**src/verilog/mcont_params.svh**
```systemverilog
// memory controller write path, shared sizes and APB address map
// channel count, buffer geometry, read latency and register decode
`ifndef MCONT_PARAMS_SVH
`define MCONT_PARAMS_SVH

// channels and buffers
`define MC_NUM_CHN      4       // number of channel buffers
`define MC_CHN_W        2       // channel index width
`define MC_BUF_AW       7       // word address width, 128 words per buffer
`define MC_DW           64      // read data width
`define MC_CHN_LATENCY  1       // extra buffer read stages beyond the first

// APB address map
`define MC_APB_AW       13
`define MC_FILL_SEL_BIT 12      // low selects buffer fill, high selects registers
`define MC_FILL_CHN_LSB 10      // paddr[11:10] channel
`define MC_FILL_WORD_LSB 3      // paddr[9:3] word index
`define MC_FILL_HALF_BIT 2      // 0 low half, 1 high half
`define MC_CMD_ADDR     13'h1000
`define MC_STAT_ADDR    13'h1004

// command register layout
// pwdata[MC_BUF_AW:0] is the burst length, pwdata[17:16] the channel
`define MC_CMD_CHN_LSB  16

`endif
```
**src/verilog/mcont_pkg.sv**
```systemverilog
// write path types
// packed structs passed between the APB slave, sequencer, channel slices
// and the memory-side output
`include "mcont_params.svh"

package mcont_pkg;

    // command accepted by the APB slave
    typedef struct packed {
        logic [`MC_CHN_W-1:0]  chn;     // target channel
        logic [`MC_BUF_AW:0]   len;     // burst length in words, 1..128
    } chn_cmd_t;

    // shared read bus, sequencer to every channel slice
    typedef struct packed {
        logic [`MC_CHN_W-1:0]  rchn;      // channel, valid one cycle ahead of rd
        logic                  rd;        // read strobe
        logic                  raddr_rst; // restart buffer address at word 0
        logic                  seq_done;  // burst finished
    } buf_rd_bus_t;

    // one 32-bit buffer write from APB
    typedef struct packed {
        logic [`MC_CHN_W-1:0]  chn;
        logic [`MC_BUF_AW-1:0] word;
        logic                  half;    // 1 writes the upper 32 bits
        logic [31:0]           data;
    } buf_fill_t;

    // memory-side output word
    typedef struct packed {
        logic                  valid;
        logic [`MC_DW-1:0]     data;
    } mem_word_t;

endpackage

```
**src/verilog/wr_data_merge.sv**
```systemverilog
// write data merge
// ORs the read data of the slice with valid set (at most one per cycle)
// and registers it as the memory-side word
`timescale 1ns/1ns
`include "mcont_params.svh"

module wr_data_merge
    import mcont_pkg::*;
(
    input  logic                   clk,
    input  logic                   rst,
    input  logic [`MC_DW-1:0]      rdata [`MC_NUM_CHN],
    input  logic [`MC_NUM_CHN-1:0] rvalid,
    output mem_word_t              mem_out
);

    logic [`MC_DW-1:0] merged;
    logic              out_vld;
    logic [`MC_DW-1:0] out_data;

    always_comb begin
        merged = '0;
        for (int i = 0; i < `MC_NUM_CHN; i++) begin
            if (rvalid[i]) merged |= rdata[i]; // idle slices contribute zero
        end
    end

    always_ff @(posedge clk or posedge rst) begin
        if (rst) out_vld <= 1'b0;
        else     out_vld <= |rvalid;
    end

    always_ff @(posedge clk) begin
        out_data <= merged;
    end

    assign mem_out = '{valid: out_vld, data: out_data};

endmodule

```
**config.mk**
```make
export PLATFORM = sky130hd
export DESIGN_NAME = wr_data_merge
export DESIGN_NICKNAME = d
export VERILOG_FILES = /design/src/verilog/mcont_pkg.sv /design/src/verilog/wr_data_merge.sv
export VERILOG_INCLUDE_DIRS = /design/src /design/src/verilog
export SDC_FILE = /design/constraint.sdc
export NUM_CORES = 1
export LEC_CHECK = 0
export ABC_AREA = 1
export BUFFER_PORTS_ARGS = -buffer_cell sky130_fd_sc_hd__buf_2
export CAP_MARGIN = 40
export CELL_PAD_IN_SITES_DETAIL_PLACEMENT = 1
export CELL_PAD_IN_SITES_GLOBAL_PLACEMENT = 2
export CORE_MARGIN = 2
export CORE_UTILIZATION = 14
export DETAILED_ROUTE_END_ITERATION = 7
export PLACE_DENSITY = 0.72
export REMOVE_ABC_BUFFERS = 1
export SKIP_CTS_REPAIR_TIMING = 1
export SLEW_MARGIN = 20
export SYNTH_ARGS = -nofsm -noshare
export SYNTH_HDL_FRONTEND = slang
export SYNTH_SLANG_ARGS = --single-unit
```
**constraint.sdc**
```tcl
create_clock -name clk -period 0.8 [get_ports clk]
set_input_delay 0.16 -clock clk [delete_from_list [all_inputs] [get_ports clk]]
set_output_delay 0.16 -clock clk [all_outputs]
set_load 0.01 [all_outputs]
```
==> results.md <==
* Status: complete, but fails checks
* Violations in the final reports: negative setup slack
* Detailed Routing Iterations Pass 1 at 4
* Yosys warns at 0
* Worst Tran Pin Value at 192 ps
* Max-Cap Viols at 0
* CP endpoint kind: output port
* Top-level port count at 327
* Clock network fraction of total power at between 40 and 50%
* Largest net degree at the start of global routing at 37
* I/O Buffers at between 300 and 400
* Final worst slack at -188 ps
* ANT nets after route at 0
* Final setup violation count at between 60 and 70
* Synth Area in Compound Gates at 0%
* Wire length of the first global-routing pass at 25.1 mm
* Largest family of logic cells by synthesized area: simple AND/OR/NAND/NOR gates
* Fmax at between 1 and 1.5 GHz
* Min Tclk post-route at a little under 1000 ps
* DR vias at roughly 4800
* Synth Instances at slightly below 700
* Register share of total power at 34.5%
* Core area at about 0.026 mm²
* Clock Pin Slew Worst Setup and Hold Paths at ~60 ps
* Nets at 1253
* Layout area overhead at 72.2%
* Sequential area share after synthesis at a little over a third
* DRT iter0 DRCs at between 100 and 150
* CP peak stage delay at roughly 350 ps
* PD cells at roughly 1700 mW/mm²
* Crit Path Max Fanout at 1
* Wire per inst at 12.2 µm
* Int Power at between 0.007 and 0.008 W
* Slowest-stage cell, CP: dfrtp_1
* Vias in the first global route at between 4000 and 5000
* GRT overflow at 0
* FP Rows at 59
* Post-synthesis mux area share at 0%
* Die height at between 150 and 200 µm
* Core Util, Final at 24.5%
* Cell class contributing the biggest share of worst-path delay: flip-flops
* Post-Syn Area at 0.00371 mm²
* H-tree Lvls at 3
* Clk sinks at 65
* Peak VDD IR at 0.000838 V
* Simple-gate portion of the synthesized area at around 46%
* Post-Synth XOR/XNOR Area at 0%
* Area of the die at roughly 0.028 mm²
* Initial core utilization at 14.2%
* Clock Tree Buf Depth at 2
* Layout cell share with drive strength beyond 1 at between 30 and 40%
* Post-Place Setup Slack at -64.4 ps
* Chip Width at 167 µm
* Switching share of total power at a little over a quarter
* Psw at 0.00292 W
* Tot GR Track Use at between 10% and 20%
* RSZ-0062 raised after global routing: yes
* Crit-path cells: buf_2
* Initial antenna violation count at 1
* Setup TNS at -7990 ps
* RD Place Congestion at between 0.7 and 0.8
* Crit path arrival time at slightly above 800 ps
* Req. time, crit path at between 600 and 700 ps
* Final period util at 123%
* Fillers at 3410
* WP buf/inv at 1
* Hpwl dp at roughly 13 mm
* Slew Viols, Final at 0
* Total CTS buffers at 9
* Critical path type: register to output port
* CTS tree: yes
* Worst min-delay path class: input pin to register
* Endpoints failing hold at 0
* Combinational Power Share at 23.3%
* CP startpoint kind: register
* DRC violations left at 0
* Number of synthesized register bits at between 60 and 70
* Via density at approximately 3.6
* Mean Syn Cell Area at roughly 5.5 µm²
* Netlist cell types at 8
* Commonest cells after routing, fill and taps aside: nand2_1, buf_2, inv_1, buf_6, dfxtp_2
* CTS root buffer: clkbuf_16
* Synth Area in Adders at 0%
* Slew margin rel. at ~87%
* Leak at 4.05 nW
* Commonest non-fill, non-tap cell in the layout: nand2_1
* Total Wirelength at approximately 16 mm
[worst paths after layout]
kind	from	to	slack (ps)	cells after the start
max	out_vld	mem_out[64]	-190	1
min	rdata[209]	out_data[17]	80	5
min in group asynchronous	rst	out_vld	240	3
max in group asynchronous	rst	out_vld	470	3
[layout make-up]
| type | count | area, µm² | area share (%) |
|---|---|---|---|
| timing repair buffer | 335 | 2100 | 32.8 |
| clock inverter | 4 | 75.1 | 1.18 |
| tap | 335 | 419 | 6.56 |
| inverter | 129 | 484 | 7.58 |
| multi-input combinational | 451 | 1690 | 26.5 |
| clock buffer | 12 | 256 | 4.01 |
| sequential | 65 | 1360 | 21.3 |
| antenna | 1 | 2.50 | 0.0392 |
[logic make-up (layout without fill, tap and decap cells)]
kind of cell,after synthesis,in the layout
and+or+nand+nor,451,451
DFF,65,65
buffers and inverters,158,480
other,0,1
[per-stage QoR]
stage | std cells | hold WS (ps) | instance area [µm²] | total power (W)
CTS | 1330 | -360 | 6030 | 0.0107
global placement | 1314 | 15.6 | 5690 | 0.00597
floorplan | 645 | -111 | 3480 | 0.00455
detailed placement | 1314 | 18.0 | 5690 | 0.00599
global route | 1332 | 89.1 | 6390 | 0.0114
finish | 1332 | 84.3 | 6390 | 0.0107
[flip-flops by register name (all words and copies together), names as in the netlist]
signal and count:
out_data 64, out_vld 1
[power by group through the flow]
stage,combinational [W],clock (W),sequential (W)
2_1_floorplan,0.000718,0,0.00383
3_3_place_gp,0.00229,0,0.00368
3_5_place_dp,0.00231,0,0.00367
4_1_cts,0.00232,0.00474,0.00361
5_1_grt,0.00283,0.00484,0.00373
6_report,0.00249,0.00451,0.00370
[synthesized netlist by cell type]
cell	n	area (µm²)
buf_6	5	56.3
buf_2	4	20.0
buf_4	20	150
dfxtp_1	64	1280
inv_1	129	484
nor2_1	2	7.51
dfrtp_1	1	25.0
nand2_1	449	1690
[metal layers]
layer / GRT usage [%] / vias to the layer above / part of all wire (%)
li1: - / 2506 / -
met2: 20.4 / 183 / 50
met1: 12.8 / 2066 / 40
met3: 3.33 / 16 / 8.4
met5: 0 / - / 0
met4: 4.31 / 0 / 1.8
No activity file was read; power rests on OpenSTA's default activity.
