File: src/verilog/mcont_params.svh
// memory controller write path, shared sizes and APB address map
// channel count, buffer geometry, read latency and register decode
`ifndef MCONT_PARAMS_SVH
`define MCONT_PARAMS_SVH

// channels and buffers
`define MC_NUM_CHN      4       // number of channel buffers
`define MC_CHN_W        2       // channel index width
`define MC_BUF_AW       7       // word address width, 128 words per buffer
`define MC_DW           64      // read data width
`define MC_CHN_LATENCY  1       // extra buffer read stages beyond the first

// APB address map
`define MC_APB_AW       13
`define MC_FILL_SEL_BIT 12      // low selects buffer fill, high selects registers
`define MC_FILL_CHN_LSB 10      // paddr[11:10] channel
`define MC_FILL_WORD_LSB 3      // paddr[9:3] word index
`define MC_FILL_HALF_BIT 2      // 0 low half, 1 high half
`define MC_CMD_ADDR     13'h1000
`define MC_STAT_ADDR    13'h1004

// command register layout
// pwdata[MC_BUF_AW:0] is the burst length, pwdata[17:16] the channel
`define MC_CMD_CHN_LSB  16

`endif
File: src/verilog/mcont_pkg.sv
// write path types
// packed structs passed between the APB slave, sequencer, channel slices
// and the memory-side output
`include "mcont_params.svh"

package mcont_pkg;

    // command accepted by the APB slave
    typedef struct packed {
        logic [`MC_CHN_W-1:0]  chn;     // target channel
        logic [`MC_BUF_AW:0]   len;     // burst length in words, 1..128
    } chn_cmd_t;

    // shared read bus, sequencer to every channel slice
    typedef struct packed {
        logic [`MC_CHN_W-1:0]  rchn;      // channel, valid one cycle ahead of rd
        logic                  rd;        // read strobe
        logic                  raddr_rst; // restart buffer address at word 0
        logic                  seq_done;  // burst finished
    } buf_rd_bus_t;

    // one 32-bit buffer write from APB
    typedef struct packed {
        logic [`MC_CHN_W-1:0]  chn;
        logic [`MC_BUF_AW-1:0] word;
        logic                  half;    // 1 writes the upper 32 bits
        logic [31:0]           data;
    } buf_fill_t;

    // memory-side output word
    typedef struct packed {
        logic                  valid;
        logic [`MC_DW-1:0]     data;
    } mem_word_t;

endpackage

File: src/verilog/chn_read_seq.sv
// read sequencer
// turns an accepted command into the shared read bus sequence:
// channel select with address restart, len read strobes, then done
`timescale 1ns/1ns
`include "mcont_params.svh"

module chn_read_seq
    import mcont_pkg::*;
(
    input  logic        clk,
    input  logic        rst,
    input  chn_cmd_t    cmd,
    input  logic        start,
    output logic        busy,
    output buf_rd_bus_t rd_bus
);

    typedef enum logic [1:0] {
        ST_IDLE,
        ST_SEL,   // rchn set, address restart
        ST_READ,  // read strobes
        ST_DONE   // seq_done pulse
    } seq_state_t;

    seq_state_t          state;
    logic [`MC_BUF_AW:0] cnt;   // reads left including the current one

    always_ff @(posedge clk or posedge rst) begin
        if (rst) begin
            state  <= ST_IDLE;
            cnt    <= '0;
            busy   <= 1'b0;
            rd_bus <= '0;
        end else begin
            case (state)
                ST_IDLE: begin
                    if (start) begin
                        rd_bus.rchn      <= cmd.chn; // held until the next command
                        rd_bus.raddr_rst <= 1'b1;
                        cnt              <= cmd.len;
                        busy             <= 1'b1;
                        state            <= ST_SEL;
                    end
                end
                ST_SEL: begin
                    rd_bus.raddr_rst <= 1'b0;
                    rd_bus.rd        <= 1'b1;        // first strobe at S+2
                    state            <= ST_READ;
                end
                ST_READ: begin
                    if (cnt == 1) begin
                        rd_bus.rd       <= 1'b0;
                        rd_bus.seq_done <= 1'b1;     // S+2+len
                        state           <= ST_DONE;
                    end else begin
                        cnt <= cnt - 1'b1;
                    end
                end
                ST_DONE: begin
                    rd_bus.seq_done <= 1'b0;
                    busy            <= 1'b0;         // low from S+3+len
                    state           <= ST_IDLE;
                end
                default: state <= ST_IDLE;
            endcase
        end
    end

endmodule

File: config.mk
export PLATFORM = sky130hd
export DESIGN_NAME = chn_read_seq
export DESIGN_NICKNAME = d
export VERILOG_FILES = /design/src/verilog/mcont_pkg.sv /design/src/verilog/chn_read_seq.sv
export VERILOG_INCLUDE_DIRS = /design/src /design/src/verilog
export SDC_FILE = /design/constraint.sdc
export NUM_CORES = 1
export LEC_CHECK = 0
export BUFFER_PORTS_ARGS = -buffer_cell sky130_fd_sc_hd__buf_2
export CORE_MARGIN = 1.5
export CORE_UTILIZATION = 48
export DETAILED_ROUTE_END_ITERATION = 16
export PLACE_DENSITY = 0.82
export SLEW_MARGIN = 15
export SYNTH_ARGS = -nofsm -noshare
export SYNTH_HDL_FRONTEND = slang
export SYNTH_SLANG_ARGS = --single-unit
File: constraint.sdc
create_clock -name clk -period 1.55 [get_ports clk]
set_input_delay 0.155 -clock clk [delete_from_list [all_inputs] [get_ports clk]]
set_output_delay 0.155 -clock clk [all_outputs]
set_load 0.02 [all_outputs]
==> flow_summary.toml <==
[cells_and_area]
insertedDiodeCount = 0
layout-drive-gt1-share = 0.486
mostFrequentLayoutCell = "buf_4"
instances_no_fill = 175
nNetsFinal = 169
fin_area_um2 = 1420
layout_common_cells = "26 x buf_4, 18 x buf_2, 16 x dfrtp_1"
area_growth_pct = 47.8

[logic_synthesis]
yosysSeqAreaShare = 0.416
yosys.area_share.xor_xnor = 0
yosysUniqueCellTypes = 34
synth-warning-count = 0
syn-instance-count = 100
syn_area_um2 = 963
synth_top_area_frac = 0.416
ys_ff_latch = 16
muxShareOfSynthArea = 0.0558
synth_top_family_by_area = "compound AO/OA/AOI/OAI gates"
synth.top_cells.by_area = "dfrtp_1 42%, ha_1 9.1%, o21ai_0 6.2%, a21oi_1 4.2%, inv_1 3.9%"
avgSynthCellArea_um2 = 9.63
synth-compound-area-share = 0.239
synth-simple-area-share = 0.151
synth_top_cell_by_area = "dfrtp_1"
syn_nets = 120
synthAdderAreaFrac = 0.0909

[placement]
place_area_um2 = 1210
gp_congestion = 0.799
dpl.cell_count = 159
dp_hpwl_mm = 1.78
io_buffers = 18

[setup_path]
critical-path-max-stage-delay_ps = 400
critPathCaptureType = "flip-flop"
rr_worst_depth = 6
cp_cell_sequence = "inv_2 -> ha_4 -> nor4b_4 -> nand2_2 -> a21oi_4 -> mux2_4"
regToRegSetupSlack_ps = 20
worst-setup-path-type = "reg2reg"
worstPathRequired_ps = 1740
cp.arrival_ps = 1720
cp_max_fo = 2
cp-start-kind = "flip-flop"
crit_buf_inv = 1
slowest_stage = "dfrtp_1"
r2r_end = "state[1]$_DFFE_PP0P_"
worstReg2RegStart = "cnt[1]$_DFFE_PP0P_"
crit_family = "flip-flops"

[die]
die_w_um = 47.8
dieHeight_um = 47.8
die_area_um2 = 2280
core_area_um2 = 1920
ios = 19
initial_core_util = 0.501
fp-row-count = 16

[sta]
grt_setup_unrepaired = "yes"
fin_skew_ps = 5.55
hold_viol_final = 0
period_share = 0.986
fmax_mhz = 654
worstMarginPinSlew_ps = 619
drv_slew = 0
min_period_ps = 1530
finalSetupViolations = 0
max_slew_margin = 0.587
fin_hold_ws_ps = 92.5

[route]
drtIter0Drc = 16
firstDrtPassIters = 5
postRouteAntennaNets = 0
finalWirelength_mm = 2.58
drc = 0
detail_route.vias_per_cell = 5.50
vias = 962
wl_per_cell_um = 14.8

[clock_network]
cts_sinks = 16
clockRootBuffer = "clkbuf_4"
clk-insertion-delay-late_ps = 300
cts_tree = "built"
cts_made_buffers = 3
htree_levels = 1
path_clk_slew_ps = 100
clockBufferDepth = 2

[global_route]
grt_pass1_vias = 835
gr-usage-all-layers = 0.224
grt_max_degree = 17
grt_pass1_wl_mm = 3.51
antenna_found_initial = 0
grt_overflow = 0

[min_path]
min_to = "rd_bus[4]$_DFFE_PP0P_"
min_from = "cmd[9]"
whs_path_depth = 2
worstHoldPathType = "in2reg"

[pwr]
p_total_w = 0.00306
p_leak_nw = 0.651
vdd_drop_max_uv = 1500
powerDensity_nw_per_um2 = 2150

[job]
drv_cap = 0

[outcome]
outcome = "completed"
==> registers in the layout, indices dropped and copies added (netlist names) <==
name	count
cnt	8
rd_bus	5
state	2
busy	1
==> where the power goes <==
group,switching (W),internal [W],total (W)
clock network,0.000143,0.000143,0.000286
logic,0.000980,0.00100,0.00198
registers,0.000174,0.000615,0.000789
==> synthesized netlist by cell type <==
master	count
o21ai_0	12
ha_1	7
nor3b_1	1
nand4_1	1
mux2_1	1
a31o_2	1
nand3_1	3
nor3_2	1
a31oi_1	3
dfrtp_1	16
a21oi_2	1
a31oi_2	1
o2bb2ai_1	1
nor2_1	4
a21oi_1	8
clkbuf_1	1
o211ai_1	2
nand2_2	1
mux2_2	2
a2bb2oi_1	1
mux2i_1	2
a32oi_1	1
nor2b_1	1
nand2b_1	4
a41oi_1	1
nor4_1	1
o32a_1	1
nor3_1	1
inv_1	10
buf_2	1
o22a_1	1
nor4b_4	1
o22ai_1	2
nand2_1	5
==> cells by family after synthesis <==
| family | Yosys count |
|---|---|
| mux | 5 |
| flops | 16 |
| simple gates | 24 |
| buf+inv | 12 |
| compound gates | 36 |
| fa+ha+maj | 7 |
==> timing repair <==
item / in CTS / in global routing
hold endpoints to repair: 16 / 0
resized for setup: 7 / 14
endpoints found under the setup margin: 8 / 9
setup buffers: 1 / 10
hold buffers: 1 / 0
pin swaps: 1 / 4
==> worst max-delay path by stage <==
stage | start | end | slack [ps] | depth (start not counted)
global placement | state[0]$_DFFE_PP0P_ | cnt[2]$_DFFE_PP0P_ | 40 | 7
detailed placement | state[0]$_DFFE_PP0P_ | cnt[3]$_DFFE_PP0P_ | -100 | 7
global route | cnt[1]$_DFFE_PP0P_ | state[1]$_DFFE_PP0P_ | -60 | 6
floorplan | cnt[1]$_DFFE_PP0P_ | state[1]$_DFFE_PP0P_ | -20 | 6
CTS | cnt[1]$_DFFE_PP0P_ | cnt[5]$_DFFE_PP0P_ | 1 | 7
finish | cnt[1]$_DFFE_PP0P_ | state[1]$_DFFE_PP0P_ | 20 | 6
==> worst register-to-register path, cell delays in order, from the launching register on <==
cell and delay (ps):
dfrtp_1 400, inv_2 80, ha_4 110, nor4b_4 230
nand2_2 120, a21oi_4 160, mux2_4 310
==> metrics by stage <==
stage          TNS, ps  worst slack, ps  utilization
5_1_grt           -250            -63.1        0.741
3_3_place_gp         0             41.5        0.630
6_report             0             21.5        0.741
4_1_cts              0             1.45        0.675
3_5_place_dp      -345            -96.8        0.630
2_1_floorplan    -20.3            -20.3            -
==> layout make-up <==
class	count	area [µm²]
Multi-Input combinational cell	72	606
Fill cell	159	498
Sequential cell	16	400
Timing Repair Buffer	46	307
Inverter	10	41.3
Clock buffer	4	36.3
Tap cell	27	33.8
==> layer usage <==
metal,global-route usage,vias to the layer above,part of all wire
met5,0,-,0
met4,0.0865,0,0.022
met3,0.0340,7,0.036
met2,0.400,29,0.54
met1,0.267,463,0.40
li1,-,463,-
No activity file was read; power rests on OpenSTA's default activity.
