File: src/verilog/mcont_params.svh
// memory controller write path, shared sizes and APB address map
// channel count, buffer geometry, read latency and register decode
`ifndef MCONT_PARAMS_SVH
`define MCONT_PARAMS_SVH

// channels and buffers
`define MC_NUM_CHN      4       // number of channel buffers
`define MC_CHN_W        2       // channel index width
`define MC_BUF_AW       7       // word address width, 128 words per buffer
`define MC_DW           64      // read data width
`define MC_CHN_LATENCY  1       // extra buffer read stages beyond the first

// APB address map
`define MC_APB_AW       13
`define MC_FILL_SEL_BIT 12      // low selects buffer fill, high selects registers
`define MC_FILL_CHN_LSB 10      // paddr[11:10] channel
`define MC_FILL_WORD_LSB 3      // paddr[9:3] word index
`define MC_FILL_HALF_BIT 2      // 0 low half, 1 high half
`define MC_CMD_ADDR     13'h1000
`define MC_STAT_ADDR    13'h1004

// command register layout
// pwdata[MC_BUF_AW:0] is the burst length, pwdata[17:16] the channel
`define MC_CMD_CHN_LSB  16

`endif
File: src/verilog/mcont_pkg.sv
// write path types
// packed structs passed between the APB slave, sequencer, channel slices
// and the memory-side output
`include "mcont_params.svh"

package mcont_pkg;

    // command accepted by the APB slave
    typedef struct packed {
        logic [`MC_CHN_W-1:0]  chn;     // target channel
        logic [`MC_BUF_AW:0]   len;     // burst length in words, 1..128
    } chn_cmd_t;

    // shared read bus, sequencer to every channel slice
    typedef struct packed {
        logic [`MC_CHN_W-1:0]  rchn;      // channel, valid one cycle ahead of rd
        logic                  rd;        // read strobe
        logic                  raddr_rst; // restart buffer address at word 0
        logic                  seq_done;  // burst finished
    } buf_rd_bus_t;

    // one 32-bit buffer write from APB
    typedef struct packed {
        logic [`MC_CHN_W-1:0]  chn;
        logic [`MC_BUF_AW-1:0] word;
        logic                  half;    // 1 writes the upper 32 bits
        logic [31:0]           data;
    } buf_fill_t;

    // memory-side output word
    typedef struct packed {
        logic                  valid;
        logic [`MC_DW-1:0]     data;
    } mem_word_t;

endpackage

File: src/verilog/chn_apb_regs.sv
// APB slave of the write path
// decodes buffer fill writes and the command register, rejects illegal
// commands and keeps one sticky done bit per channel
`timescale 1ns/1ns
`include "mcont_params.svh"

module chn_apb_regs
    import mcont_pkg::*;
(
    input  logic                   clk,
    input  logic                   rst,
    input  logic                   psel,
    input  logic                   penable,
    input  logic                   pwrite,
    input  logic [`MC_APB_AW-1:0]  paddr,
    input  logic [31:0]            pwdata,
    output logic [31:0]            prdata,
    output logic                   pready,
    output logic                   pslverr,
    output buf_fill_t              fill [`MC_NUM_CHN],
    output logic [`MC_NUM_CHN-1:0] fill_we,
    output chn_cmd_t               cmd,
    output logic                   start,
    input  logic                   busy,
    input  logic [`MC_NUM_CHN-1:0] chn_done
);

    logic                   wr_acc;    // write in access phase
    logic                   rd_acc;
    logic                   fill_hit;
    logic                   cmd_hit;
    logic                   cmd_ok;    // command accepted this cycle
    chn_cmd_t               cmd_w;     // command as seen on pwdata
    buf_fill_t              fill_q;
    logic                   fill_vld;
    logic [`MC_NUM_CHN-1:0] stat;      // sticky done bits

    assign wr_acc   = psel && penable && pwrite;
    assign rd_acc   = psel && penable && !pwrite;
    assign fill_hit = wr_acc && !paddr[`MC_FILL_SEL_BIT];
    assign cmd_hit  = wr_acc && (paddr == `MC_CMD_ADDR);

    assign cmd_w.chn = pwdata[`MC_CMD_CHN_LSB +: `MC_CHN_W];
    assign cmd_w.len = pwdata[`MC_BUF_AW:0];
    // start still pending counts as busy
    assign cmd_ok    = cmd_hit && !busy && !start && (cmd_w.len != '0);

    assign pready  = 1'b1;              // zero wait states
    assign pslverr = cmd_hit && !cmd_ok; // only bad commands error
    assign prdata  = (rd_acc && paddr == `MC_STAT_ADDR) ? 32'(stat) : '0;

    // buffer fill, one cycle after the access phase
    always_ff @(posedge clk or posedge rst) begin
        if (rst) fill_vld <= 1'b0;
        else     fill_vld <= fill_hit;
    end

    always_ff @(posedge clk) begin
        if (fill_hit) begin
            fill_q.chn  <= paddr[`MC_FILL_CHN_LSB +: `MC_CHN_W];
            fill_q.word <= paddr[`MC_FILL_WORD_LSB +: `MC_BUF_AW];
            fill_q.half <= paddr[`MC_FILL_HALF_BIT];
            fill_q.data <= pwdata;
        end
    end

    always_comb begin
        for (int i = 0; i < `MC_NUM_CHN; i++) begin
            fill[i]    = fill_q;                                   // same word to all
            fill_we[i] = fill_vld && (fill_q.chn == `MC_CHN_W'(i)); // only owner writes
        end
    end

    // command hand-off, start pulse one cycle after accept
    always_ff @(posedge clk or posedge rst) begin
        if (rst) start <= 1'b0;
        else     start <= cmd_ok;
    end

    always_ff @(posedge clk) begin
        if (cmd_ok) cmd <= cmd_w;
    end

    // done status, a new command on a channel clears its bit
    always_ff @(posedge clk or posedge rst) begin
        if (rst) begin
            stat <= '0;
        end else begin
            for (int i = 0; i < `MC_NUM_CHN; i++) begin
                if (cmd_ok && cmd_w.chn == `MC_CHN_W'(i)) stat[i] <= 1'b0;
                else if (chn_done[i])                    stat[i] <= 1'b1;
            end
        end
    end

endmodule

File: config.mk
export PLATFORM = sky130hd
export DESIGN_NAME = chn_apb_regs
export DESIGN_NICKNAME = d
export VERILOG_FILES = /design/src/verilog/mcont_pkg.sv /design/src/verilog/chn_apb_regs.sv
export VERILOG_INCLUDE_DIRS = /design/src /design/src/verilog
export SDC_FILE = /design/constraint.sdc
export NUM_CORES = 1
export LEC_CHECK = 0
export ABC_AREA = 1
export BUFFER_PORTS_ARGS = -buffer_cell sky130_fd_sc_hd__clkbuf_2
export CORE_AREA = 2 2 104 106
export DETAILED_ROUTE_END_ITERATION = 12
export DIE_AREA = 0 0 106 108
export GPL_ROUTABILITY_DRIVEN = 0
export GPL_TIMING_DRIVEN = 0
export PLACE_DENSITY = 0.7
export SLEW_MARGIN = 0
export SYNTH_ARGS = -nofsm -noshare
export SYNTH_HDL_FRONTEND = slang
export SYNTH_SLANG_ARGS = --single-unit
File: constraint.sdc
create_clock -name clk -period 1.2 [get_ports clk]
set_input_delay 0.36 -clock clk [delete_from_list [all_inputs] [get_ports clk]]
set_output_delay 0.36 -clock clk [all_outputs]
set_load 0.03 [all_outputs]
==> results.md <==
- Status: complete, but fails checks
- Failing checks: setup timing
- Place WS: -0.780 ns
- Clock tree buffer depth: 2
- Synth async-reset ratio: about 10%
- Pwr Total: 5.67 mW
- Antenna Violating Nets Remaining: 0
- Most frequent cells after synthesis: buf_4, edfxtp_1, nor2_1
- Global-route wire length before repair: about 17 mm
- Setup TNS: -50.69 ns
- Crit-path leading delay family: flip-flops
- CP Cell Sequence: buf_6 > nor3_4 > clkbuf_8
- Core ar.: 10200 um2
- Clock root buffer: clkbuf_8
- Setup-failing EPs final: 198
- Row count: 37
- Hold slack: around 0.21 ns
- M3 GR Usage: just over 7%
- Fmax: between 0.6 and 0.7 GHz
- Via-to-Cell Ratio: 3.99
- YS warnings: 0
- Syn-to-layout area delta: 139%
- Starting Density: between 30% and 40%
- Avg Cell Area, Syn: between 10 and 15 um2
- Die Wd: 106 um
- Area contributors post-synth: edfxtp_1, buf_4, dfrtp_1
- Wire per inst: between 15 and 20 um
- Crit-path max FO: 3
- Clk_lat worst skew: 0.33 ns
- Final min period: between 1.5 and 2 ns
- Worst path max stage delay: around 0.45 ns
- Seq cells post-synth: 58
- Post-Layout Cell Count: about 710
- Post-route cell area: 7560 um2
- Detailed-route DRC error count: 0
- Hpwl dp: 6.85 mm
- Fill count: about 610
- Crit end category: output pin
- RSZ-0062 raised after global routing: true
- Initial DRC Count: 72
- Busiest grt layer: met2
- Synthesized area: 3160 um2
- Main synth FF type: edfxtp_1
- Top Ports: approximately 270
- Distinct cell type count after synthesis: 15
- Pwr Density: around 750 nW/um2
- CP Launch Type: flip-flop
- H-tree depth: 3
- Post-synth top area share: about 50%
- Final worst path period share: 139%
- Leak Pwr: ~3.5 nW
- Maximum number of pins on one net before global-route repair: 22
- Total GRT Usage: around 20%
- CTS tree: yes
- Mapped Cells: approximately 280
- Share of cells above drive strength 1: between 70 and 80%
- Hold Path Class: in -> reg
- Max Transition Viols Final: 0
- Clock skew: 0.0100 ns
- Die ar.: about 11000 um2
- Area leader, netlist: edfxtp_1
- Met1 usage: between 20% and 30%
- Final worst slack: -0.466 ns
- Final hold vios: 0
- Fraction of the yosys area taken by sequential cells: between 50% and 60%
- Placed Area: 4780 um2
- WP buf/inv: 2
- Most common cell in the netlist: buf_4
- Req. time, crit path: approximately 0.84 ns
- Number of flops mapped to enable cells by yosys: 52
- Dpl cells: 683
- Critical-path top delay cell: edfxtp_1
- Grt met2 use: about two fifths
- Vias: about 2900
- Total congestion overflow: 0
- Wirelength, routed: 13.4 mm
- Worst-path clk slew: roughly 0.070 ns
- Number of max-cap violations: 0
- CP arrival: ~1.3 ns
- Num CTS Buffers: 9
- WS Path Type: reg -> out
- Fin nets: approximately 630
- Port Buf Inserts: roughly 240
- # clock sinks: 58
- Pre-antenna DRT Iters: 4
- DIE HEIGHT: ~110 um
- Vias in the first global route: 2949
- Initial antenna violation count: 0
- Final core area utilization: between 70% and 80%
- Max rail drop VDD: ~0.00068 V
- Diode count: 0
## layout make-up
type / count / area, um2 / area share, %
sequential: 58 / 1710 / 22.6
buffer: 153 / 1610 / 21.3
multi-input combinational: 80 / 559 / 7.40
tap: 136 / 170 / 2.25
clock buffer: 10 / 128 / 1.69
clock inverter: 6 / 57.6 / 0.761
timing repair buffer: 256 / 3270 / 43.2
inverter: 15 / 56.3 / 0.745
## report_power, final
group / leakage [nW] / total, mW / internal [mW] / switching, mW
clock: 0.0874 / 1.72 / 0.942 / 0.775
combinational: 2.92 / 1.61 / 0.818 / 0.790
sequential: 0.534 / 2.35 / 2.25 / 0.0941
## worst paths after layout
| kind | from | endpoint | slack (ns) | depth (start not counted) |
|---|---|---|---|---|
| max | fill[41] | fill_we[0] | -0.47 | 3 |
| max in group asynchronous | rst | stat[2] | 0.52 | 3 |
| max reg2reg | start | cmd[1] | -0.09 | 5 |
| min reg2reg | stat[1] | stat[1] | 0.54 | 2 |
| min in group asynchronous | rst | stat[0] | 0.48 | 3 |
| min | pwdata[26] | fill[26] | 0.21 | 1 |
## per-layer routing
metal	share of wire, %	up-vias
li1	-	1306
met1	33	1351
met2	56	164
met3	7.8	29
met4	3.0	0
met5	0	-
## sequential cells by signal, indices dropped and copies added, names as in the netlist
register	cells
cmd	10
fill	42
fill_vld	1
start	1
stat	4
## cells in the final DEF, fill, tap and decap left out, types with 2 or more instances in the layout
| cell | netlist | routed |
|---|---|---|
| buf_4 | 155 | 31 |
| clkbuf_2 | 0 | 48 |
| clkbuf_8 | 0 | 27 |
| nor2_4 | 1 | 15 |
| nor3_4 | 0 | 5 |
| buf_8 | 0 | 171 |
| nor2_1 | 23 | 12 |
| nand3_4 | 0 | 3 |
| clkinvlp_4 | 0 | 2 |
| a21oi_2 | 0 | 4 |
| clkinv_1 | 0 | 2 |
| edfxtp_1 | 52 | 52 |
| nand2_1 | 7 | 6 |
| inv_1 | 15 | 12 |
| conb_1 | 2 | 29 |
| nor2_2 | 2 | 2 |
| inv_2 | 0 | 3 |
| dfrtp_1 | 6 | 6 |
| buf_6 | 0 | 138 |
## logic make-up (layout without fill, tap and decap cells)
kind of cell           Yosys count  after routing  synth area share (%)
AND/OR/NAND/NOR                 43             46                  6.10
AO/OA/AOI/OAI                    5              5                 0.911
other                            2             29                 0.238
flip-flops                      58             58                  54.2
buffers and inverters          170            440                  38.6
## what timing repair did
action                     4_1_cts  5_1_grt
resized for setup              395      315
pin swaps                        9        4
setup endpoints to repair      245      222
buffers inserted                 7        6
cloned                           2        1
hold endpoints to repair         6        0
hold buffers                     1        0
## worst reg2reg max path, stage by stage (launching register included)
cell     delay (ns)
dfrtp_1        0.40
nor2_2         0.11
o21ai_2        0.08
buf_4          0.14
nor2_4         0.12
buf_12         0.15
Note: power is estimated with default switching activity, not from simulation.
