--- config.mk ---
export PLATFORM = sky130hd
export DESIGN_NAME = chnbuf_read_reg
export DESIGN_NICKNAME = d
export VERILOG_FILES = /design/src/verilog/mcont_pkg.sv /design/src/verilog/chnbuf_read_reg.sv
export VERILOG_INCLUDE_DIRS = /design/src /design/src/verilog
export SDC_FILE = /design/constraint.sdc
export NUM_CORES = 1
export LEC_CHECK = 0
export ABC_AREA = 1
export BUFFER_PORTS_ARGS = -buffer_cell sky130_fd_sc_hd__buf_2
export CORE_ASPECT_RATIO = 1.4
export CORE_MARGIN = 2
export CORE_UTILIZATION = 41
export CTS_CLUSTER_SIZE = 12
export DETAILED_ROUTE_END_ITERATION = 7
export PLACE_DENSITY = 0.78
export SETUP_SLACK_MARGIN = 0.4
export SLEW_MARGIN = 20
export SYNTH_ARGS = -nofsm -noshare
export SYNTH_HDL_FRONTEND = slang
export SYNTH_SLANG_ARGS = --single-unit
--- constraint.sdc ---
create_clock -name clk -period 2.5 [get_ports clk]
set_clock_uncertainty 0.2 [all_clocks]
set_input_delay 0.125 -clock clk [delete_from_list [all_inputs] [get_ports clk]]
set_output_delay 0.125 -clock clk [all_outputs]
set_load 0.03 [all_outputs]
--- src/verilog/mcont_params.svh ---
// memory controller write path, shared sizes and APB address map
// channel count, buffer geometry, read latency and register decode
`ifndef MCONT_PARAMS_SVH
`define MCONT_PARAMS_SVH

// channels and buffers
`define MC_NUM_CHN      4       // number of channel buffers
`define MC_CHN_W        2       // channel index width
`define MC_BUF_AW       7       // word address width, 128 words per buffer
`define MC_DW           64      // read data width
`define MC_CHN_LATENCY  1       // extra buffer read stages beyond the first

// APB address map
`define MC_APB_AW       13
`define MC_FILL_SEL_BIT 12      // low selects buffer fill, high selects registers
`define MC_FILL_CHN_LSB 10      // paddr[11:10] channel
`define MC_FILL_WORD_LSB 3      // paddr[9:3] word index
`define MC_FILL_HALF_BIT 2      // 0 low half, 1 high half
`define MC_CMD_ADDR     13'h1000
`define MC_STAT_ADDR    13'h1004

// command register layout
// pwdata[MC_BUF_AW:0] is the burst length, pwdata[17:16] the channel
`define MC_CMD_CHN_LSB  16

`endif
--- src/verilog/mcont_pkg.sv ---
// write path types
// packed structs passed between the APB slave, sequencer, channel slices
// and the memory-side output
`include "mcont_params.svh"

package mcont_pkg;

    // command accepted by the APB slave
    typedef struct packed {
        logic [`MC_CHN_W-1:0]  chn;     // target channel
        logic [`MC_BUF_AW:0]   len;     // burst length in words, 1..128
    } chn_cmd_t;

    // shared read bus, sequencer to every channel slice
    typedef struct packed {
        logic [`MC_CHN_W-1:0]  rchn;      // channel, valid one cycle ahead of rd
        logic                  rd;        // read strobe
        logic                  raddr_rst; // restart buffer address at word 0
        logic                  seq_done;  // burst finished
    } buf_rd_bus_t;

    // one 32-bit buffer write from APB
    typedef struct packed {
        logic [`MC_CHN_W-1:0]  chn;
        logic [`MC_BUF_AW-1:0] word;
        logic                  half;    // 1 writes the upper 32 bits
        logic [31:0]           data;
    } buf_fill_t;

    // memory-side output word
    typedef struct packed {
        logic                  valid;
        logic [`MC_DW-1:0]     data;
    } mem_word_t;

endpackage

--- src/verilog/chnbuf_read_reg.sv ---
// channel read register slice
// registers the shared read bus toward one channel buffer and captures
// the buffer read data into a registered word with a valid pulse
`timescale 1ns/1ns
`include "mcont_params.svh"

module chnbuf_read_reg
    import mcont_pkg::*;
#(
    parameter int chn_number  = 0,
    parameter int chn_latency = 0  // must match the buffer
)(
    input  logic              clk,
    input  logic              rst,
    input  buf_rd_bus_t       rd_bus,
    output logic              buf_rd,
    output logic              buf_raddr_rst,
    input  logic [`MC_DW-1:0] buf_rdata,
    output logic [`MC_DW-1:0] rdata,
    output logic              rvalid,
    output logic              buf_done
);

    logic                 chn_hit;  // bus addresses this channel
    logic                 chn_sel;  // registered match
    logic [chn_latency:0] lat_sr;   // reads in flight

    assign chn_hit = (rd_bus.rchn == `MC_CHN_W'(chn_number));

    always_ff @(posedge clk or posedge rst) begin
        if (rst) begin
            chn_sel       <= 1'b0;
            buf_rd        <= 1'b0;
            buf_raddr_rst <= 1'b0;
            buf_done      <= 1'b0;
            lat_sr        <= '0;
            rvalid        <= 1'b0;
        end else begin
            chn_sel       <= chn_hit;
            buf_rd        <= chn_sel && rd_bus.rd;
            buf_raddr_rst <= chn_hit && rd_bus.raddr_rst; // rchn valid with the pulse
            buf_done      <= chn_sel && rd_bus.seq_done;
            lat_sr        <= (lat_sr << 1) | (chn_latency+1)'(buf_rd);
            rvalid        <= lat_sr[chn_latency];
        end
    end

    // data lands with the top bit of the tracker
    always_ff @(posedge clk) begin
        if (lat_sr[chn_latency]) rdata <= buf_rdata;
    end

endmodule

==> summary.txt, run 1 <==
Min path
  • Class of the worst hold path: primary input to asynchronous set/reset pin

Setup path
  • Worst path bufs/invs: 1
  • CP max-delay cell: dfrtp_2
  • Reg2Reg Setup Slack: between 0.8 and 0.9 ns
  • Worst path cell trace: buf_12
  • Crit path DAT: 1.46 ns
  • CP peak stage delay: 0.83 ns
  • Cell depth of the worst setup path: 1
  • Reg2reg start: lat_sr
  • CP Capture Type: register
  • Critical path startpoint: lat_sr
  • Family with the most delay on the worst path: flip-flops
  • Worst reg2reg path depth: 1
  • Type of origin of the critical path: register
  • Critical Path Sink: rdata[30]
  • Req. time, crit path: 2.31 ns
  • Worst r2r dst: rdata[30]
  • CP max FO: 34
  • Setup Crit Path Kind: register to register

Routing
  • Initial detailed-routing violation count: 61
  • Vias per Instance: ~4.2
  • First-pass detailed-route iteration total: 4
  • Wire length per cell: 15.0 um
  • Number of remaining DRC errors: 0
  • Routed Wire Length: 5610 um
  • Detail Route Antenna Nets: 0
  • Vias: 1579

Logic synthesis
  • Synthesized flop and latch total: 70
  • Post-synthesis instance area: 2120 um^2
  • Sequential fraction of the synthesis area: 97.8%
  • Syn Area/Cell: 26.2 um^2
  • Cell taking the most area after synthesis: edfxtp_1
  • Top post-synthesis cells by area: edfxtp_1 (91%), dfrtp_1 (7.1%), inv_1 (1.2%)
  • Synth Net Count: ~150
  • Post-Synthesis Cells: 81
  • Unique masters post-synth: 6
  • Top cell type's share of synthesized area: 90.7%
  • YS warnings: 0

Power and ir drop
  • Internal Pwr Total: 2.02 mW
  • Switch share: 20.9%
  • Worst vdd ir: 610 uV
  • Power share of the combinational group: 9.9%
  • Register share of total power: approximately 52%
  • Power Density: 663 nW/um^2
  • Clk pwr share: 37.7%
  • NetSw: 0.531 mW
  • P_leak: 1.67 nW

Floorplan
  • Starting Density: 41.7%
  • Std-Cell Rows: 31
  • Core area: 5080 um^2
  • Die X-Extent: approximately 65 um
  • Die Span Y: 89.0 um
  • I/O pins: ~140
  • Die area: 5770 um^2

STA
  • Final Hold Violating Endpoints: 0
  • Rel. slew slack: a little over half
  • Actual slew at the worst max-slew pin: 0.705 ns
  • FMAX: 0.608 GHz
  • Min cycle time layout: 1.64 ns
  • Crit share post-route: 65.7%
  • Setup TNS: 0 ns
  • Final hold slack: 0.0424 ns
  • Final setup fails: 0
  • Final Max Slew Viols: 0
  • RSZ-0062 raised after global routing: no

GRT
  • Largest net degree at the start of global routing: 35
  • Total grt overflow: 0
  • Total GRT Usage: 19.2%
  • Vias in the first global route: 1676
  • Initial antenna violation count: 0
  • First-pass GRT wire length: ~7700 um

Clocking
  • TritonCTS Buffers: 9
  • H-tree levels: 3
  • Clock-pin transition on the worst setup and hold timing paths: 0.08 ns
  • CTS max path bufs: 2
  • CTS root buf: clkbuf_8
  • Worst-Skew Late Latency: roughly 0.32 ns
  • CTS tree: built
  • Clock Sinks: 70

Placed design
  • HPWL after detailed placement: roughly 3200 um
  • IO buf count: 138
  • GP Congestion: 0.671

Outcome
  • Status: finished, final reports clean

Finish
  • Number of diodes: 0
  • Most frequent cells in the layout: buf_2 (138), dlygate4sd3_1 (71), edfxtp_1 (64), clkbuf_8 (9), inv_1 (7)
  • Most common cell after layout, fill and taps aside: buf_2
  • Share of cells above drive strength 1: between 50% and 60%
  • Fin nets: 373
  • Synthesis-to-finish area growth: 81.2%

Flow run
  • Maximum capacitance violations: 0
## what timing repair did
action / CTS / global route
setup buffers: 0 / 0
resized for setup: 0 / 0
hold buffers: 71 / 0
endpoints found under the hold margin: 74 / 0
endpoints found under the setup margin: 0 / 0
## cells in the mapped netlist (all sizes together)
| master | count |
|---|---|
| edfxtp | 64 |
| inv | 7 |
| dfrtp | 6 |
| nand2 | 3 |
| nor2 | 1 |
## state kept, by name, summed over array words and instances (netlist names)
name / flops
lat_sr: 1
buf_rd: 1
rvalid: 1
chn_sel: 1
buf_raddr_rst: 1
buf_done: 1
rdata: 64
## layout make-up
| class | count | area (um^2) |
|---|---|---|
| Clock buffer | 11 | 131 |
| Timing Repair Buffer | 210 | 1420 |
| Clock inverter | 5 | 83.8 |
| Inverter | 7 | 26.3 |
| Tap cell | 66 | 82.6 |
| Multi-Input combinational cell | 4 | 20.0 |
| Fill cell | 288 | 1240 |
| Sequential cell | 70 | 2070 |
## logic make-up after synthesis
kind of cell,after synthesis,share of synthesized area (%)
and+or+nand+nor,4,0.946
DFF,70,97.8
buffers and inverters,7,1.24
## power groups by stage
stage          logic [mW]  clock network, mW  registers (mW)
2_1_floorplan     0.00507                  0            1.43
3_3_place_gp        0.158                  0            1.36
3_5_place_dp        0.161                  0            1.36
4_1_cts             0.247              0.982            1.33
5_1_grt             0.267               1.03            1.34
6_report            0.252              0.961            1.33
## how the worst min path moves through the flow
stage / from / end / slack [ns] / depth (start not counted)
after floorplan: rst / buf_done / -0.28 / 1
after global routing: rst / buf_rd / 0.06 / 3
after detailed placement: rst / buf_raddr_rst / -0.15 / 2
after CTS: rst / buf_rd / 0.03 / 3
final: rst / buf_rd / 0.04 / 3
after global placement: rst / chn_sel / -0.17 / 2
## per-stage QoR
stage               cell area (um^2)  util [%]  setup slack [ns]  total power, mW  cells
finish                          3840      75.5             0.856             2.55    373
global route                    3840      75.5             0.791             2.63    373
CTS                             3840      75.5             0.858             2.56    373
detailed placement              2910      57.3             0.874             1.52    286
global placement                2910      57.3             0.891             1.51    286
floorplan                       2120         -             0.879             1.43     81
## metal layers
layer	up-vias	GRT usage, %	routed length [um]	share of wire (%)
met5	-	0	0	0
met4	0	10.3	63	1.1
met3	4	4.91	314	5.6
met2	81	36.1	3330	59
met1	748	19.2	1910	34
li1	746	-	-	-
(Power assumes the default switching activity.)
==> inputs of run 2 (changes only) <==
clock period = 1.53 ns   (was 2.5 ns; I/O delays follow)
==> summary.txt, run 2 (same netlist as run 1, synthesis figures left out) <==
Outcome
  • Status: finished, final reports clean

Clocking
  • TritonCTS Buffers: 9 (unchanged)
  • CTS max path bufs: 2 (unchanged)
  • H-tree levels: 3 (unchanged)
  • Clock Sinks: 70 (unchanged)
  • Worst-Skew Late Latency: 0.34 ns (+0.02 ns)
  • CTS root buf: clkbuf_8
  • CTS tree: built
  • Clock-pin transition on the worst setup and hold timing paths: 0.07 ns (about the same)

Flow run
  • Maximum capacitance violations: 0 (unchanged)

STA
  • Rel. slew slack: 84.4% (+31 points)
  • Setup TNS: 0 ns (unchanged)
  • Final setup fails: 0 (unchanged)
  • Final hold slack: 0.00436 ns (-0.0380 ns)
  • Final Hold Violating Endpoints: 0 (unchanged)
  • FMAX: 0.834 GHz (+37%)
  • Final worst slack: 0.332 ns (-0.525 ns)
  • Actual slew at the worst max-slew pin: 0.234 ns (-0.471 ns)
  • Min cycle time layout: 1.20 ns (-0.445 ns)
  • RSZ-0062 raised after global routing: yes
  • Crit share post-route: 78.3% (+13 points)
  • Final Max Slew Viols: 0 (unchanged)

GRT
  • Total GRT Usage: 22.4% (+3.2 points)
  • Initial antenna violation count: 0 (unchanged)
  • First-pass GRT wire length: 8910 um (+16%)
  • Total grt overflow: 0 (unchanged)
  • Vias in the first global route: 1841 (+9.8%)
  • Largest net degree at the start of global routing: 23 (-34%)

Finish
  • Share of cells above drive strength 1: 51.1% (+0.32 points)
  • Number of diodes: 0 (unchanged)
  • Fill cell count: 233 (-19%)
  • Most frequent cells in the layout: dlygate4sd3_1 (70), buf_2 (70), buf_6 (68), edfxtp_1 (64), clkbuf_8 (9)
  • Max reg flops: 64 (unchanged)
  • Top reg by flops: rdata
  • Fin cells: 375 (+0.54%)
  • Synthesis-to-finish area growth: 104%
  • Fin nets: 375 (+0.54%)

Placed design
  • HPWL after detailed placement: 3210 um (+1.4%)
  • Pre-CTS setup slack: 0.316 ns (-0.557 ns)
  • IO buf count: 138 (unchanged)
  • Placed Instances: 287 (+0.35%)
  • GP Congestion: 0.683 (+1.7%)

Power and ir drop
  • Total power draw: 4.24 mW (+67%)
  • Power Density: 981 nW/um^2 (+48%)
  • P_leak: 1.85 nW (+10%)
  • Worst vdd ir: 797 uV (+31%)

Floorplan
  • Die area: 5770 um^2 (unchanged)
  • Std-Cell Rows: 31 (unchanged)
  • Die Span Y: 89.0 um (unchanged)
  • Core area: 5080 um^2 (unchanged)
  • Die X-Extent: 64.8 um (unchanged)
  • Starting Density: 41.7% (unchanged)
  • I/O pins: 139 (unchanged)

Setup path
  • Worst reg2reg path depth: 1 (unchanged)
  • Worst r2r dst: rdata[28]
  • Worst path cell trace: buf_16
  • CP Capture Type: register
  • Reg2reg start: lat_sr
  • Type of origin of the critical path: register
  • Worst path bufs/invs: 1 (unchanged)
  • CP max-delay cell: dfrtp_4
  • Crit path DAT: 1.05 ns (-0.41 ns)
  • Family with the most delay on the worst path: flip-flops
  • Reg2Reg Setup Slack: 0.33 ns (-0.52 ns)
  • CP peak stage delay: 0.51 ns (-0.32 ns)
  • CP max FO: 22 (-35%)
  • Req. time, crit path: 1.38 ns (-0.93 ns)
  • Setup Crit Path Kind: register to register

Routing
  • Wire length per cell: 16.9 um (+12%)
  • Detail Route Antenna Nets: 0 (unchanged)
  • Vias: 1616 (+2.3%)
  • Vias per Instance: 4.31 (+1.8%)
  • Number of remaining DRC errors: 0 (unchanged)
  • First-pass detailed-route iteration total: 4 (unchanged)
  • Initial detailed-routing violation count: 61 (unchanged)
  • Routed Wire Length: 6340 um (+13%)

Min path
  • Class of the worst hold path: primary input to asynchronous set/reset pin
[run 2: cell types whose count changed in the layout (fill, tap and decap cells not counted), moves of 2 or more]
| cell | change |
|---|---|
| buf_16 | +2 |
| buf_2 | -68 |
| buf_6 | +68 |
| clkinv_2 | +2 |
| clkinvlp_4 | -2 |
[run 2: what timing repair did]
item,4_1_cts,5_1_grt
resized for setup,141,0
hold buffers,70,0
buffers inserted,0,0
endpoints found under the hold margin,74,0
setup endpoints to repair,132,132
gates cloned,1,1
[run 2: worst max path at each step]
stage                     depth (start not counted)      start  slack (ns)         to
after global routing                              1  rdata[46]        0.30  rdata[46]
after floorplan                                   0     lat_sr        0.14   rdata[0]
after detailed placement                          1     lat_sr        0.32  rdata[19]
after global placement                            1     lat_sr        0.33  rdata[19]
after CTS                                         1  rdata[43]        0.34  rdata[43]
final                                             1     lat_sr        0.33  rdata[28]
[run 2: layout make-up]
type	count	area, um^2	share of cell area [%]
inverter	7	26.3	0.607
multi-input combinational	4	20.0	0.463
clock buffer	11	131	3.04
clock inverter	5	73.8	1.71
tap	66	82.6	1.91
sequential	70	2080	48.0
timing repair buffer	212	1920	44.3
[run 2: power by group]
group | internal [mW] | total [mW] | switching [mW]
logic | 0.288 | 0.497 | 0.210
registers | 2.16 | 2.19 | 0.0302
clock network | 0.908 | 1.56 | 0.652
total | 3.35 | 4.24 | 0.892
[run 2: metrics by stage]
step           instance area (um^2)  utilization, %
2_1_floorplan                  2120               -
3_3_place_gp                   2920            57.5
3_5_place_dp                   2920            57.5
4_1_cts                        4300            84.7
5_1_grt                        4330            85.2
6_report                       4330            85.2
[run 2: per-layer routing]
| metal | up-vias | global-route usage [%] | wire [um] |
|---|---|---|---|
| li1 | 753 | - | - |
| met1 | 764 | 20.6 | 1950 |
| met2 | 83 | 43.1 | 3810 |
| met3 | 16 | 5.42 | 418 |
| met4 | 0 | 14.3 | 165 |
| met5 | - | 0 | 0 |
